File: src/routerPkg.sv
package routerPkg;

  // ##################################################
  // router ports
  // ##################################################

  localparam int numPorts = 5;
  localparam int portIdxWidth = 3;

  localparam logic [portIdxWidth-1:0] portLocal = 3'd0;
  localparam logic [portIdxWidth-1:0] portNorth = 3'd1;
  localparam logic [portIdxWidth-1:0] portEast = 3'd2;
  localparam logic [portIdxWidth-1:0] portWest = 3'd3;
  localparam logic [portIdxWidth-1:0] portSouth = 3'd4;

  // ##################################################
  // flit format
  // ##################################################

  localparam int flitTypeWidth = 3;

  localparam logic [flitTypeWidth-1:0] flitHead = 3'd1;
  localparam logic [flitTypeWidth-1:0] flitBody = 3'd2;
  localparam logic [flitTypeWidth-1:0] flitTail = 3'd3;

  // a head flit carries the packet length here, the other flits carry data
  localparam int payloadWidth = 12;

  // ##################################################
  // buffering and timing
  // ##################################################

  localparam int fifoDepth = 4;

  // must be at least payloadWidth so a count can reach any budget
  localparam int countWidth = 12;

endpackage

File: src/flitFifo.sv
`timescale 1ns/1ps

module flitFifo import routerPkg::*;
#(
  parameter int depth = fifoDepth
)
(
  input  logic                     clk,
  input  logic                     rst,
  input  logic                     push,
  input  logic                     pop,
  input  logic [flitTypeWidth-1:0] inType,
  input  logic [payloadWidth-1:0]  inPayload,
  output logic [flitTypeWidth-1:0] headType,
  output logic [payloadWidth-1:0]  headPayload,
  output logic                     notEmpty,
  output logic                     notFull
);

  localparam int ptrWidth = (depth > 1) ? $clog2(depth) : 1;
  localparam int occWidth = $clog2(depth + 1);

  logic [flitTypeWidth-1:0] typeMem [depth];
  logic [payloadWidth-1:0] payloadMem [depth];
  logic [ptrWidth-1:0] wrPtr;
  logic [ptrWidth-1:0] rdPtr;
  logic [occWidth-1:0] occupancy;
  logic doPush;
  logic doPop;

  assign notEmpty = (occupancy != '0);
  assign notFull = (occupancy != occWidth'(depth));

  // a push to a full buffer or a pop from an empty one is ignored
  assign doPush = push && notFull;
  assign doPop = pop && notEmpty;

  assign headType = typeMem[rdPtr];
  assign headPayload = payloadMem[rdPtr];

  always_ff @(posedge clk)
  begin
    if (doPush)
    begin
      typeMem[wrPtr] <= inType;
      payloadMem[wrPtr] <= inPayload;
    end
  end

  always_ff @(posedge clk)
  begin
    if (rst)
    begin
      wrPtr <= '0;
      rdPtr <= '0;
      occupancy <= '0;
    end
    else
    begin
      if (doPush)
        wrPtr <= (wrPtr == ptrWidth'(depth - 1)) ? '0 : wrPtr + 1'b1;
      if (doPop)
        rdPtr <= (rdPtr == ptrWidth'(depth - 1)) ? '0 : rdPtr + 1'b1;
      if (doPush && !doPop)
        occupancy <= occupancy + 1'b1;
      else if (doPop && !doPush)
        occupancy <= occupancy - 1'b1;
    end
  end

endmodule

File: src/grantTimer.sv
`timescale 1ns/1ps

module grantTimer import routerPkg::*;
(
  input  logic                    clk,
  input  logic                    rst,
  input  logic                    popHead,
  input  logic [payloadWidth-1:0] headLength,
  input  logic                    running,
  output logic                    timesUp
);

  logic [countWidth-1:0] budget;
  logic [countWidth-1:0] count;

  always_ff @(posedge clk)
  begin
    if (rst)
    begin
      budget <= '0;
      count <= '0;
    end
    else
    begin
      // the packet length of the latest head flit becomes the holding budget
      // and the count of granted pops restarts from that head
      if (popHead)
      begin
        budget <= countWidth'(headLength);
        count <= '0;
      end
      else if (running)
        count <= count + 1'b1;
      else
        count <= '0;
    end
  end

  assign timesUp = (count == budget);

endmodule

File: src/outputArbiter.sv
`timescale 1ns/1ps

module outputArbiter import routerPkg::*;
(
  input  logic                                   clk,
  input  logic                                   rst,
  input  logic [numPorts-1:0]                    request,
  input  logic [numPorts-1:0]                    popHead,
  input  logic [numPorts-1:0][payloadWidth-1:0]  headLength,
  output logic [numPorts-1:0]                    grant,
  output logic                                   grantValid
);

  // bit 0 is idle, bit p+1 means input p holds the output
  localparam logic [numPorts:0] idleState = (numPorts + 1)'(1);

  logic [numPorts:0] stateReg;
  logic [numPorts:0] nextState;
  logic stateLegal;
  logic [numPorts-1:0] running;
  logic [numPorts-1:0] timesUp;
  logic [portIdxWidth-1:0] holder;
  logic holdNow;

  // ##################################################
  // budget timers
  // ##################################################

  assign running = grant & request;

  for (genvar p = 0; p < numPorts; p++)
  begin : gTimer
    grantTimer grantTimer_i (
      .clk        (clk),
      .rst        (rst),
      .popHead    (popHead[p]),
      .headLength (headLength[p]),
      .running    (running[p]),
      .timesUp    (timesUp[p])
    );
  end

  // ##################################################
  // grant state machine
  // ##################################################

  assign stateLegal = $onehot(stateReg);
  assign grant = stateLegal ? stateReg[numPorts:1] : '0;
  assign grantValid = |grant;

  // the holder keeps the link while it requests and its budget lasts
  assign holdNow = |(grant & request & ~timesUp);

  // from idle the search starts at the local port
  always_comb
  begin
    holder = portSouth;
    for (int p = 0; p < numPorts; p++)
    begin
      if (grant[p])
        holder = portIdxWidth'(p);
    end
  end

  always_comb
  begin
    int idx;
    logic found;
    nextState = idleState;
    found = 1'b0;
    idx = 0;
    if (!stateLegal)
      nextState = idleState;
    else if (holdNow)
      nextState = stateReg;
    else
    begin
      // an expired holder is skipped, so it falls to idle when it is alone
      for (int i = 1; i <= numPorts; i++)
      begin
        idx = (int'(holder) + i) % numPorts;
        if (!found && request[idx] && (i < numPorts || !grantValid))
        begin
          found = 1'b1;
          nextState = idleState << (idx + 1);
        end
      end
    end
  end

  always_ff @(posedge clk)
  begin
    if (rst)
      stateReg <= idleState;
    else
      stateReg <= nextState;
  end

endmodule

File: src/switchTraversal.sv
`timescale 1ns/1ps

module switchTraversal import routerPkg::*;
(
  input  logic                                   clk,
  input  logic                                   rst,
  input  logic [numPorts-1:0]                    grant,
  input  logic                                   grantValid,
  input  logic [numPorts-1:0][flitTypeWidth-1:0] headType,
  input  logic [numPorts-1:0][payloadWidth-1:0]  headPayload,
  input  logic [numPorts-1:0]                    notEmpty,
  output logic [numPorts-1:0]                    pop,
  output logic [numPorts-1:0]                    popHead,
  output logic [numPorts-1:0][payloadWidth-1:0]  headLength,
  output logic                                   outValid,
  output logic [flitTypeWidth-1:0]               outType,
  output logic [payloadWidth-1:0]                outPayload,
  output logic [portIdxWidth-1:0]                outSource
);

  logic [flitTypeWidth-1:0] selType;
  logic [payloadWidth-1:0] selPayload;
  logic [portIdxWidth-1:0] selSource;

  assign pop = grantValid ? (grant & notEmpty) : '0;

  always_comb
  begin
    selType = '0;
    selPayload = '0;
    selSource = '0;
    for (int p = 0; p < numPorts; p++)
    begin
      popHead[p] = pop[p] && (headType[p] == flitHead);
      headLength[p] = headPayload[p];
      if (grant[p])
      begin
        selType = headType[p];
        selPayload = headPayload[p];
        selSource = portIdxWidth'(p);
      end
    end
  end

  always_ff @(posedge clk)
  begin
    if (rst)
      outValid <= 1'b0;
    else
      outValid <= |pop;
  end

  always_ff @(posedge clk)
  begin
    if (|pop)
    begin
      outType <= selType;
      outPayload <= selPayload;
      outSource <= selSource;
    end
  end

endmodule

File: src/routerOutputPort.sv
`timescale 1ns/1ps

module routerOutputPort import routerPkg::*;
#(
  parameter int depth = fifoDepth
)
(
  input  logic                                   clk,
  input  logic                                   rst,
  input  logic [numPorts-1:0]                    inValid,
  output logic [numPorts-1:0]                    inReady,
  input  logic [numPorts-1:0][flitTypeWidth-1:0] inType,
  input  logic [numPorts-1:0][payloadWidth-1:0]  inPayload,
  output logic                                   outValid,
  output logic [flitTypeWidth-1:0]               outType,
  output logic [payloadWidth-1:0]                outPayload,
  output logic [portIdxWidth-1:0]                outSource
);

  logic [numPorts-1:0] notEmpty;
  logic [numPorts-1:0] pop;
  logic [numPorts-1:0] popHead;
  logic [numPorts-1:0] grant;
  logic grantValid;
  logic [numPorts-1:0][flitTypeWidth-1:0] headType;
  logic [numPorts-1:0][payloadWidth-1:0] headPayload;
  logic [numPorts-1:0][payloadWidth-1:0] headLength;

  // the buffer drops the push itself when full, so inValid goes straight in
  for (genvar p = 0; p < numPorts; p++)
  begin : gInput
    flitFifo #(.depth(depth)) flitFifo_i (
      .clk         (clk),
      .rst         (rst),
      .push        (inValid[p]),
      .pop         (pop[p]),
      .inType      (inType[p]),
      .inPayload   (inPayload[p]),
      .headType    (headType[p]),
      .headPayload (headPayload[p]),
      .notEmpty    (notEmpty[p]),
      .notFull     (inReady[p])
    );
  end

  outputArbiter outputArbiter_i (
    .clk        (clk),
    .rst        (rst),
    .request    (notEmpty),
    .popHead    (popHead),
    .headLength (headLength),
    .grant      (grant),
    .grantValid (grantValid)
  );

  switchTraversal switchTraversal_i (
    .clk         (clk),
    .rst         (rst),
    .grant       (grant),
    .grantValid  (grantValid),
    .headType    (headType),
    .headPayload (headPayload),
    .notEmpty    (notEmpty),
    .pop         (pop),
    .popHead     (popHead),
    .headLength  (headLength),
    .outValid    (outValid),
    .outType     (outType),
    .outPayload  (outPayload),
    .outSource   (outSource)
  );

endmodule

File: config.mk
export PLATFORM = sky130hd
export DESIGN_NAME = routerOutputPort
export DESIGN_NICKNAME = d
export VERILOG_FILES = /design/src/routerPkg.sv /design/src/flitFifo.sv /design/src/grantTimer.sv /design/src/outputArbiter.sv /design/src/switchTraversal.sv /design/src/routerOutputPort.sv
export SDC_FILE = /design/constraint.sdc
export NUM_CORES = 1
export LEC_CHECK = 0
export BUFFER_PORTS_ARGS = -buffer_cell sky130_fd_sc_hd__buf_4
export CELL_PAD_IN_SITES_DETAIL_PLACEMENT = 0
export CELL_PAD_IN_SITES_GLOBAL_PLACEMENT = 1
export CORE_MARGIN = 3
export CORE_UTILIZATION = 50
export DETAILED_ROUTE_END_ITERATION = 8
export PLACE_DENSITY = 0.82
export SYNTH_ARGS = -nofsm -noshare
export SYNTH_HDL_FRONTEND = slang
export SYNTH_SLANG_ARGS = --single-unit
File: constraint.sdc
create_clock -name clk -period 13.8 [get_ports clk]
set_input_delay 4.14 -clock clk [delete_from_list [all_inputs] [get_ports clk]]
set_output_delay 4.14 -clock clk [all_outputs]
set_load 0.005 [all_outputs]
Word-level counts from Yosys, hierarchy flattened
Memory sizes are Yosys's and may differ from the RTL's. A register that Yosys moved wholly into a read port is not among the register bits.
Cells that the tools add are included.
Operators by class
  $add $sub $neg: 40
  multipliers: 0
  div/mod/pow operators: 5
  order comparisons: 5
  equality and inequality tests: 26
  shift-type cells: 5
  muxes and demuxes: 102
  bitwise logic cells: 9
  reductions and logical operators: 64
Operators by type and width (number)
  $add 32x2->32 const B: 5
  $lt 32x5->1 const B: 5
  $mod 32x4->32 const B: 5
  $shl 1x32->6 const A: 5
  $mux 2: 32
  $add 12x1->12 const B: 5
  $eq 12x12->1: 5
  $mux 12: 5
  $mux 3: 20
  $mux 1: 33
  $logic_and 1x1->1: 30
  $mux 6: 5
  $add 2x1->2 const B: 10
  $eq 2x2->1 const B: 10
  $eq 3x1->1 const B: 6
  $add 3x1->3 const B: 5
  $bmux 1 s3: 5
  $logic_not 1->1: 15
  $ne 3x3->1 const B: 5
  $reduce_bool 3->1: 5
  $reduce_or 3->1: 5
  $reduce_or 5->1: 3
  $sub 3x1->3 const B: 5
  $and 5x5->5: 2
  other kinds (10): 25
Word-level totals
  flip-flop bits (word level): 180
  latch bits: 0
  bits in writable memories: 300
  memory bits (read-only): 0
  bits of input ports: 82
  output and inout port bits: 24
  logic and storage cells: 296
  memories: 10
Memories
  gInput[0].flitFifo_i.payloadMem: words 4, bits a word 12, rd ports 1, clocked after Yosys merged registers in 1, write ports 1, RTL line flitFifo.sv:24  | logic [payloadWidth-1:0] payloadMem [depth];
  gInput[1].flitFifo_i.payloadMem: words 4, bits a word 12, rd ports 1, clocked after Yosys merged registers in 1, write ports 1, RTL line flitFifo.sv:24
  gInput[2].flitFifo_i.payloadMem: words 4, bits a word 12, rd ports 1, clocked after Yosys merged registers in 1, write ports 1, RTL line flitFifo.sv:24
  gInput[3].flitFifo_i.payloadMem: words 4, bits a word 12, rd ports 1, clocked after Yosys merged registers in 1, write ports 1, RTL line flitFifo.sv:24
  gInput[4].flitFifo_i.payloadMem: words 4, bits a word 12, rd ports 1, clocked after Yosys merged registers in 1, write ports 1, RTL line flitFifo.sv:24
  gInput[0].flitFifo_i.typeMem: words 4, bits a word 3, rd ports 1, clocked after Yosys merged registers in 1, write ports 1, RTL line flitFifo.sv:23  | logic [flitTypeWidth-1:0] typeMem [depth];
  +4 memories

Logic depth before layout (Yosys ltp)
  word-level depth: 37
  mapped depth: 34

Hierarchy
From an unflattened synthesis, not the netlist that was laid out.
Second synthesis, totals
  cells, all modules: 1942
  area total of the unflattened synthesis: 24302.1 µm²
Modules (own cells, without submodules)
  flitFifo: times used 5, cells each 126, area each 2640.0 µm², seq. area each 1981.9 µm²
  grantTimer: times used 5, cells each 112, area each 1066.0 µm², seq. area each 480.5 µm²
  outputArbiter: times used 1, cells each 545, area each 3898.7 µm², seq. area each 120.1 µm²
  switchTraversal: times used 1, cells each 207, area each 1873.0 µm², seq. area each 560.5 µm²

Least setup slack after synthesis
OpenSTA, ideal clock, no wires.
  kind: reg2reg
  start: reg outputArbiter_i.stateReg[5]
  end: reg outputArbiter_i.stateReg[0]
  library setup time: 74 ps
  arrival: 7331 ps
  required time: 13726 ps
  slack: 6395 ps
  cell stages (with the launch flop): 32
  path buffers: 4
  cells stage by stage: dfxtp_1 > ha_1 > inv_1 > fa_1 > inv_1 > ha_1 > nor3_4 > o211ai_1 > buf_2 > buf_1 > ha_1 > clkbuf_1 > inv_1 > clkbuf_1 > ha_1 > nor4_2 > nor2_1 > xnor2_1 > ha_1 > inv_1 > o21a_1 > o41a_1 > nand2_1 > and2_1 > or2_2 > ha_1 > o211ai_1 > and2_1 > o211ai_1 > or3_1 > or4b_1 > a31oi_1
On the way
  cells in the longest elaborated chain, start to end: 36
RTL lines
  from (decl): RTL line outputArbiter.sv:17  | logic [numPorts:0] stateReg;
  from (signal assigned): RTL line outputArbiter.sv:94  | stateReg <= idleState;
  from (signal assigned): RTL line outputArbiter.sv:96  | stateReg <= nextState;
  $add 1x1->2 (not written as such): RTL line outputArbiter.sv:47  | assign stateLegal = $onehot(stateReg);
  $add 3x3->3 (not written as such): RTL line outputArbiter.sv:47
  $eq 3x1->1: RTL line outputArbiter.sv:47
  $mux 5: RTL line outputArbiter.sv:48  | assign grant = stateLegal ? stateReg[numPorts:1] : '0;
  $mux 3 (5 in series): RTL line outputArbiter.sv:60  | if (grant[p])
  $add 3x1->4: RTL line outputArbiter.sv:81  | idx = (int'(holder) + i) % numPorts;
  $mod 32x4->32: RTL line outputArbiter.sv:81
  $bmux 1 s3: RTL line outputArbiter.sv:82  | if (!found && request[idx] && (i < numPorts || !grantValid))
  [15 not listed]
  $logic_not 1->1: RTL line outputArbiter.sv:82
  $logic_and 1x1->1: RTL line outputArbiter.sv:82
  $mux 1: RTL line outputArbiter.sv:82
  $mux 1: RTL line outputArbiter.sv:74  | else if (holdNow)
  $mux 1: RTL line outputArbiter.sv:72  | if (!stateLegal)
  $logic_not 1->1: RTL line outputArbiter.sv:82
  $logic_and 1x1->1 (2 in series): RTL line outputArbiter.sv:82
  $mux 6: RTL line outputArbiter.sv:82
Several ways; a longest one is shown, not always the timed one. The select of a mux whose other input is x is not followed.
A chain may end at the register's enable or synchronous reset.

Final worst setup path
  start: reg outputArbiter_i.stateReg[3]
  end: reg outputArbiter_i.stateReg[2]
On the way
  cells in the longest elaborated chain, start to end: 37
RTL lines (RTL line)
  $add 1x1->2 (not written as such): outputArbiter.sv:47
  $add 3x3->3 (not written as such) (2 in series): outputArbiter.sv:47
  $eq 3x1->1: outputArbiter.sv:47
  $mux 5: outputArbiter.sv:48
  $mux 3 (5 in series): outputArbiter.sv:60
  $add 3x1->4: outputArbiter.sv:81
  $mod 32x4->32: outputArbiter.sv:81
  $bmux 1 s3: outputArbiter.sv:82
  [15 not listed]
  $logic_not 1->1: outputArbiter.sv:82
  $logic_and 1x1->1: outputArbiter.sv:82
  $mux 1: outputArbiter.sv:82
  $mux 1: outputArbiter.sv:74
  $mux 1: outputArbiter.sv:72
  $logic_not 1->1: outputArbiter.sv:82
  $logic_and 1x1->1 (2 in series): outputArbiter.sv:82
  $mux 6: outputArbiter.sv:82
Several ways; a longest one is shown, not always the timed one. The select of a mux whose other input is x is not followed.

==> tab_implementation.tex <==
\begin{tabular}{lr}
\hline
Metric & Value \\
\hline
\multicolumn{2}{l}{\textbf{Status}} \\
Outcome & finished clean \\
\multicolumn{2}{l}{\textbf{GRT}} \\
Gr ovfl total & 0 \\
Initial antenna violation count & 0 \\
First-pass GRT wire length & 92.6 mm \\
Vias in the first global route & 15,900 \\
Maximum number of pins on one net before global-route repair & 73 \\
Global router's overall resource usage & 23.6\% \\
\multicolumn{2}{l}{\textbf{Setup path}} \\
Logic depth of the worst register-to-register path & 28 \\
Dominant cell type by count on the critical path & ha\_1 \\
Number of buffers and inverters on the critical path & 3 \\
Top fanout value on the critical path & 22 \\
Critical path data required time & 14.31 ns \\
Master of the slowest instance on the critical path & dfxtp\_1 \\
Kind of cell adding the most delay to the critical path & simple AND/OR/NAND/NOR gates \\
Startpoint type of the worst setup path & register \\
Data arrival time at the worst-slack endpoint & 9.63 ns \\
Critical setup path kind & register to register \\
Worst R2R Setup Slack & 4.68 ns \\
Launching point of the worst reg2reg path & outputArbiter\_i.stateReg[3] \\
Worst stage delay on the critical path & 0.81 ns \\
Worst Setup End Kind & register \\
Worst r2r dst & outputArbiter\_i.stateReg[2] \\
\multicolumn{2}{l}{\textbf{Synthesis}} \\
Portion of the post-synthesis area used by sequential elements & 54.6\% \\
EDFF count, synth & 318 \\
Syn Inst Count & 1,967 \\
Net count after synthesis & 2,126 \\
Combined area of all synthesized cells & 0.0238 mm² \\
FFs w/ async S/R, synth & 0\% \\
Mapped Avg Cell Area & 12.1 µm² \\
Post-synth cell types & 103 \\
Synthesis warning total & 0 \\
\#FFs+latches synth & 490 \\
Predominant post-synthesis flop cell & edfxtp\_1 \\
\multicolumn{2}{l}{\textbf{Clock tree}} \\
Number of buffers inserted during clock tree synthesis & 49 \\
Clock sink count & 490 \\
Maximum buffer depth of the clock tree & 3 \\
Clock latency at the later pin of the worst-skew pair & 0.59 ns \\
Number of resized instances in the post-cts repair step & 0 \\
\# hold bufs at CTS & 0 \\
Clock slew at the register clock pins of the worst setup and hold paths & 0.07 ns \\
H-tree levels & 2 \\
Post-CTS Setup Repair Bufs & 0 \\
TritonCTS clock tree & built \\
CTS root buf & clkbuf\_16 \\
\multicolumn{2}{l}{\textbf{Power and ir drop}} \\
Clock power share & 24.4\% \\
Total Power & 5.38 mW \\
Psw & 2.09 mW \\
Combinational power share & 42.5\% \\
Leakage dissipation & 9.69 nW \\
Maximum VDD drop & 0.133 mV \\
Fraction of power spent switching nets & 38.9\% \\
Int Power & 3.28 mW \\
Power per cell area & 202 mW/mm² \\
Sequential fraction of design power & 33.1\% \\
\multicolumn{2}{l}{\textbf{STA}} \\
Number of max-slew violations in the final report & 0 \\
Shortest clock period the worst path allows after layout & 9.12 ns \\
Post-route setup TNS & 0 ns \\
Transition at the pin with the smallest max-transition slack & 1.04 ns \\
Relative slew margins & 30.3\% \\
Number of hold violations in the final report & 0 \\
Worst slack on hold paths & 0.492 ns \\
Final setup vio count & 0 \\
Worst Skew & 0.0274 ns \\
Final clock period utilization by the worst path & 66.1\% \\
Minimum setup slack in the final design & 4.68 ns \\
Upper clock frequency limit & 110 MHz \\
Unrepaired setup endpoints after global routing & false \\
\multicolumn{2}{l}{\textbf{Placement}} \\
Count of buffers inserted at the top-level ports & 105 \\
Total placed cells including tap cells & 2,599 \\
Final estimated routing congestion in global placement & 0.897 \\
Post-Place Worst Slack & 4.83 ns \\
Detailed placement HPWL & 42.3 mm \\
Post-place instance area & 0.0251 mm² \\
\multicolumn{2}{l}{\textbf{Finish}} \\
Summed area of non-filler cells in the final layout & 0.0267 mm² \\
Share of post-route cells with drive strength above 1 & 15.8\% \\
Area taken by multi-input logic gates & 0.0101 mm² \\
Final cell count without fillers & 2,690 \\
Area of all sequential standard cells & 0.0130 mm² \\
Most used cells in the layout excluding fill and tap cells & edfxtp\_1 (318), nor2\_1 (250), dfxtp\_1 (172) \\
Leading cell type in the layout, fill and taps excluded & edfxtp\_1 \\
Fill count & 3,814 \\
Util after Layout & 57.0\% \\
Antenna diode count & 0 \\
Net total in the final layout & 2,202 \\
Synth-to-Final Area Change & 12.0\% \\
\multicolumn{2}{l}{\textbf{Floorplanning}} \\
Effective utilization at floorplan & 50.9\% \\
Floorplan core area & 0.0468 mm² \\
Height of the die & 224 µm \\
Number of I/O pins & 106 \\
Num rows & 79 \\
Die area & 0.0503 mm² \\
Die Span X & 224 µm \\
\multicolumn{2}{l}{\textbf{Routing}} \\
Average wire per cell in the routed design & 22.2 µm \\
Via count normalized by instance count & 6.01 \\
Remaining antenna violation count after routing & 0 \\
Via total after detailed routing & 16,200 \\
Violation count after the first detailed-route iteration & 1,402 \\
Final wirelength & 59.7 mm \\
DRC violation count after routing & 0 \\
First-pass iteration count of the detailed router & 6 \\
\multicolumn{2}{l}{\textbf{Min path}} \\
Hold Path Cell Cnt & 1 \\
Worst min-delay path startpoint & outputArbiter\_i.gTimer[3].grantTimer\_i.count[0] \\
Worst-case hold path end point & outputArbiter\_i.gTimer[3].grantTimer\_i.count[0] \\
Classification of the worst-slack hold path & register to register \\
\multicolumn{2}{l}{\textbf{Job}} \\
Max cap viols & 0 \\
\hline
\end{tabular}
[final cells by class]
type                       count  share of cell area (%)
sequential                   490                    48.7
multi-input combinational   1309                    38.0
clock buffer                  70                    5.12
timing repair buffer         125                    3.52
tap                          607                    2.85
inverter                      68                   0.966
clock inverter                21                   0.816
[registers in the layout, indices dropped and copies added (netlist names), named ones only]
register and flops:
switchTraversal_i.outSource 3, switchTraversal_i.outType 3, gInput.flitFifo_i.payloadMem 240, gInput.flitFifo_i.occupancy 15
switchTraversal_i.outPayload 12, gInput.flitFifo_i.wrPtr 10, gInput.flitFifo_i.typeMem 60, outputArbiter_i.stateReg 6
outputArbiter_i.gTimer.grantTimer_i.count 60, gInput.flitFifo_i.rdPtr 10, outputArbiter_i.gTimer.grantTimer_i.budget 60, switchTraversal_i.outValid 1
[power by group through the flow]
stage                     combinational [mW]  sequential, mW  clock (mW)
final                                   2.28            1.78        1.31
after CTS                               2.24            1.78        1.33
after global routing                    2.47            1.79        1.40
after global placement                  2.21            1.80           0
after detailed placement                2.22            1.81           0
after floorplan                         1.59            1.78           0
[cell families after synthesis]
group           Yosys count  share of synthesized area, %
compound gates          322                          9.59
simple gates            608                          12.6
buf+inv                 168                          2.87
fa+ha+maj                77                          4.27
xor+xnor                138                          5.14
mux                     164                          11.0
flops                   490                          54.6
[how the worst max path moves through the flow]
stage,depth (start not counted),end,from,slack (ns)
after floorplan,31,outputArbiter_i.stateReg[0],outputArbiter_i.stateReg[5],6.39
after global placement,29,outputArbiter_i.stateReg[2],outputArbiter_i.stateReg[3],4.99
after detailed placement,28,outputArbiter_i.stateReg[2],outputArbiter_i.stateReg[3],4.83
after CTS,29,outputArbiter_i.stateReg[2],outputArbiter_i.stateReg[3],4.79
after global routing,28,outputArbiter_i.stateReg[2],outputArbiter_i.stateReg[3],4.00
final,28,outputArbiter_i.stateReg[2],outputArbiter_i.stateReg[3],4.68
[synth_stat cells, types with 18 or more instances]
| cell type | instances | area, µm² |
|---|---|---|
| ha_1 | 70 | 876 |
| nor2_1 | 250 | 938 |
| nand3_1 | 49 | 245 |
| a31oi_1 | 20 | 125 |
| o21ai_0 | 61 | 305 |
| a211oi_1 | 18 | 135 |
| dfxtp_1 | 172 | 3440 |
| inv_1 | 62 | 233 |
| nand4_1 | 29 | 181 |
| xnor2_1 | 94 | 823 |
| a21oi_1 | 71 | 355 |
| clkbuf_1 | 68 | 255 |
| mux2i_1 | 82 | 821 |
| xor2_1 | 42 | 368 |
| nor3_1 | 43 | 215 |
| nand2_1 | 91 | 342 |
| edfxtp_1 | 318 | 9550 |
| mux4_2 | 77 | 1730 |
| and3_1 | 48 | 300 |
| or3_1 | 18 | 113 |
[layer usage]
| layer | GRT usage (%) | wire, µm |
|---|---|---|
| met1 | 34.7 | 26800 |
| met2 | 37.6 | 27900 |
| met3 | 3.28 | 3750 |
| met4 | 5.86 | 1270 |
| met5 | 0 | 0 |
No activity file was read; power rests on OpenSTA's default activity.
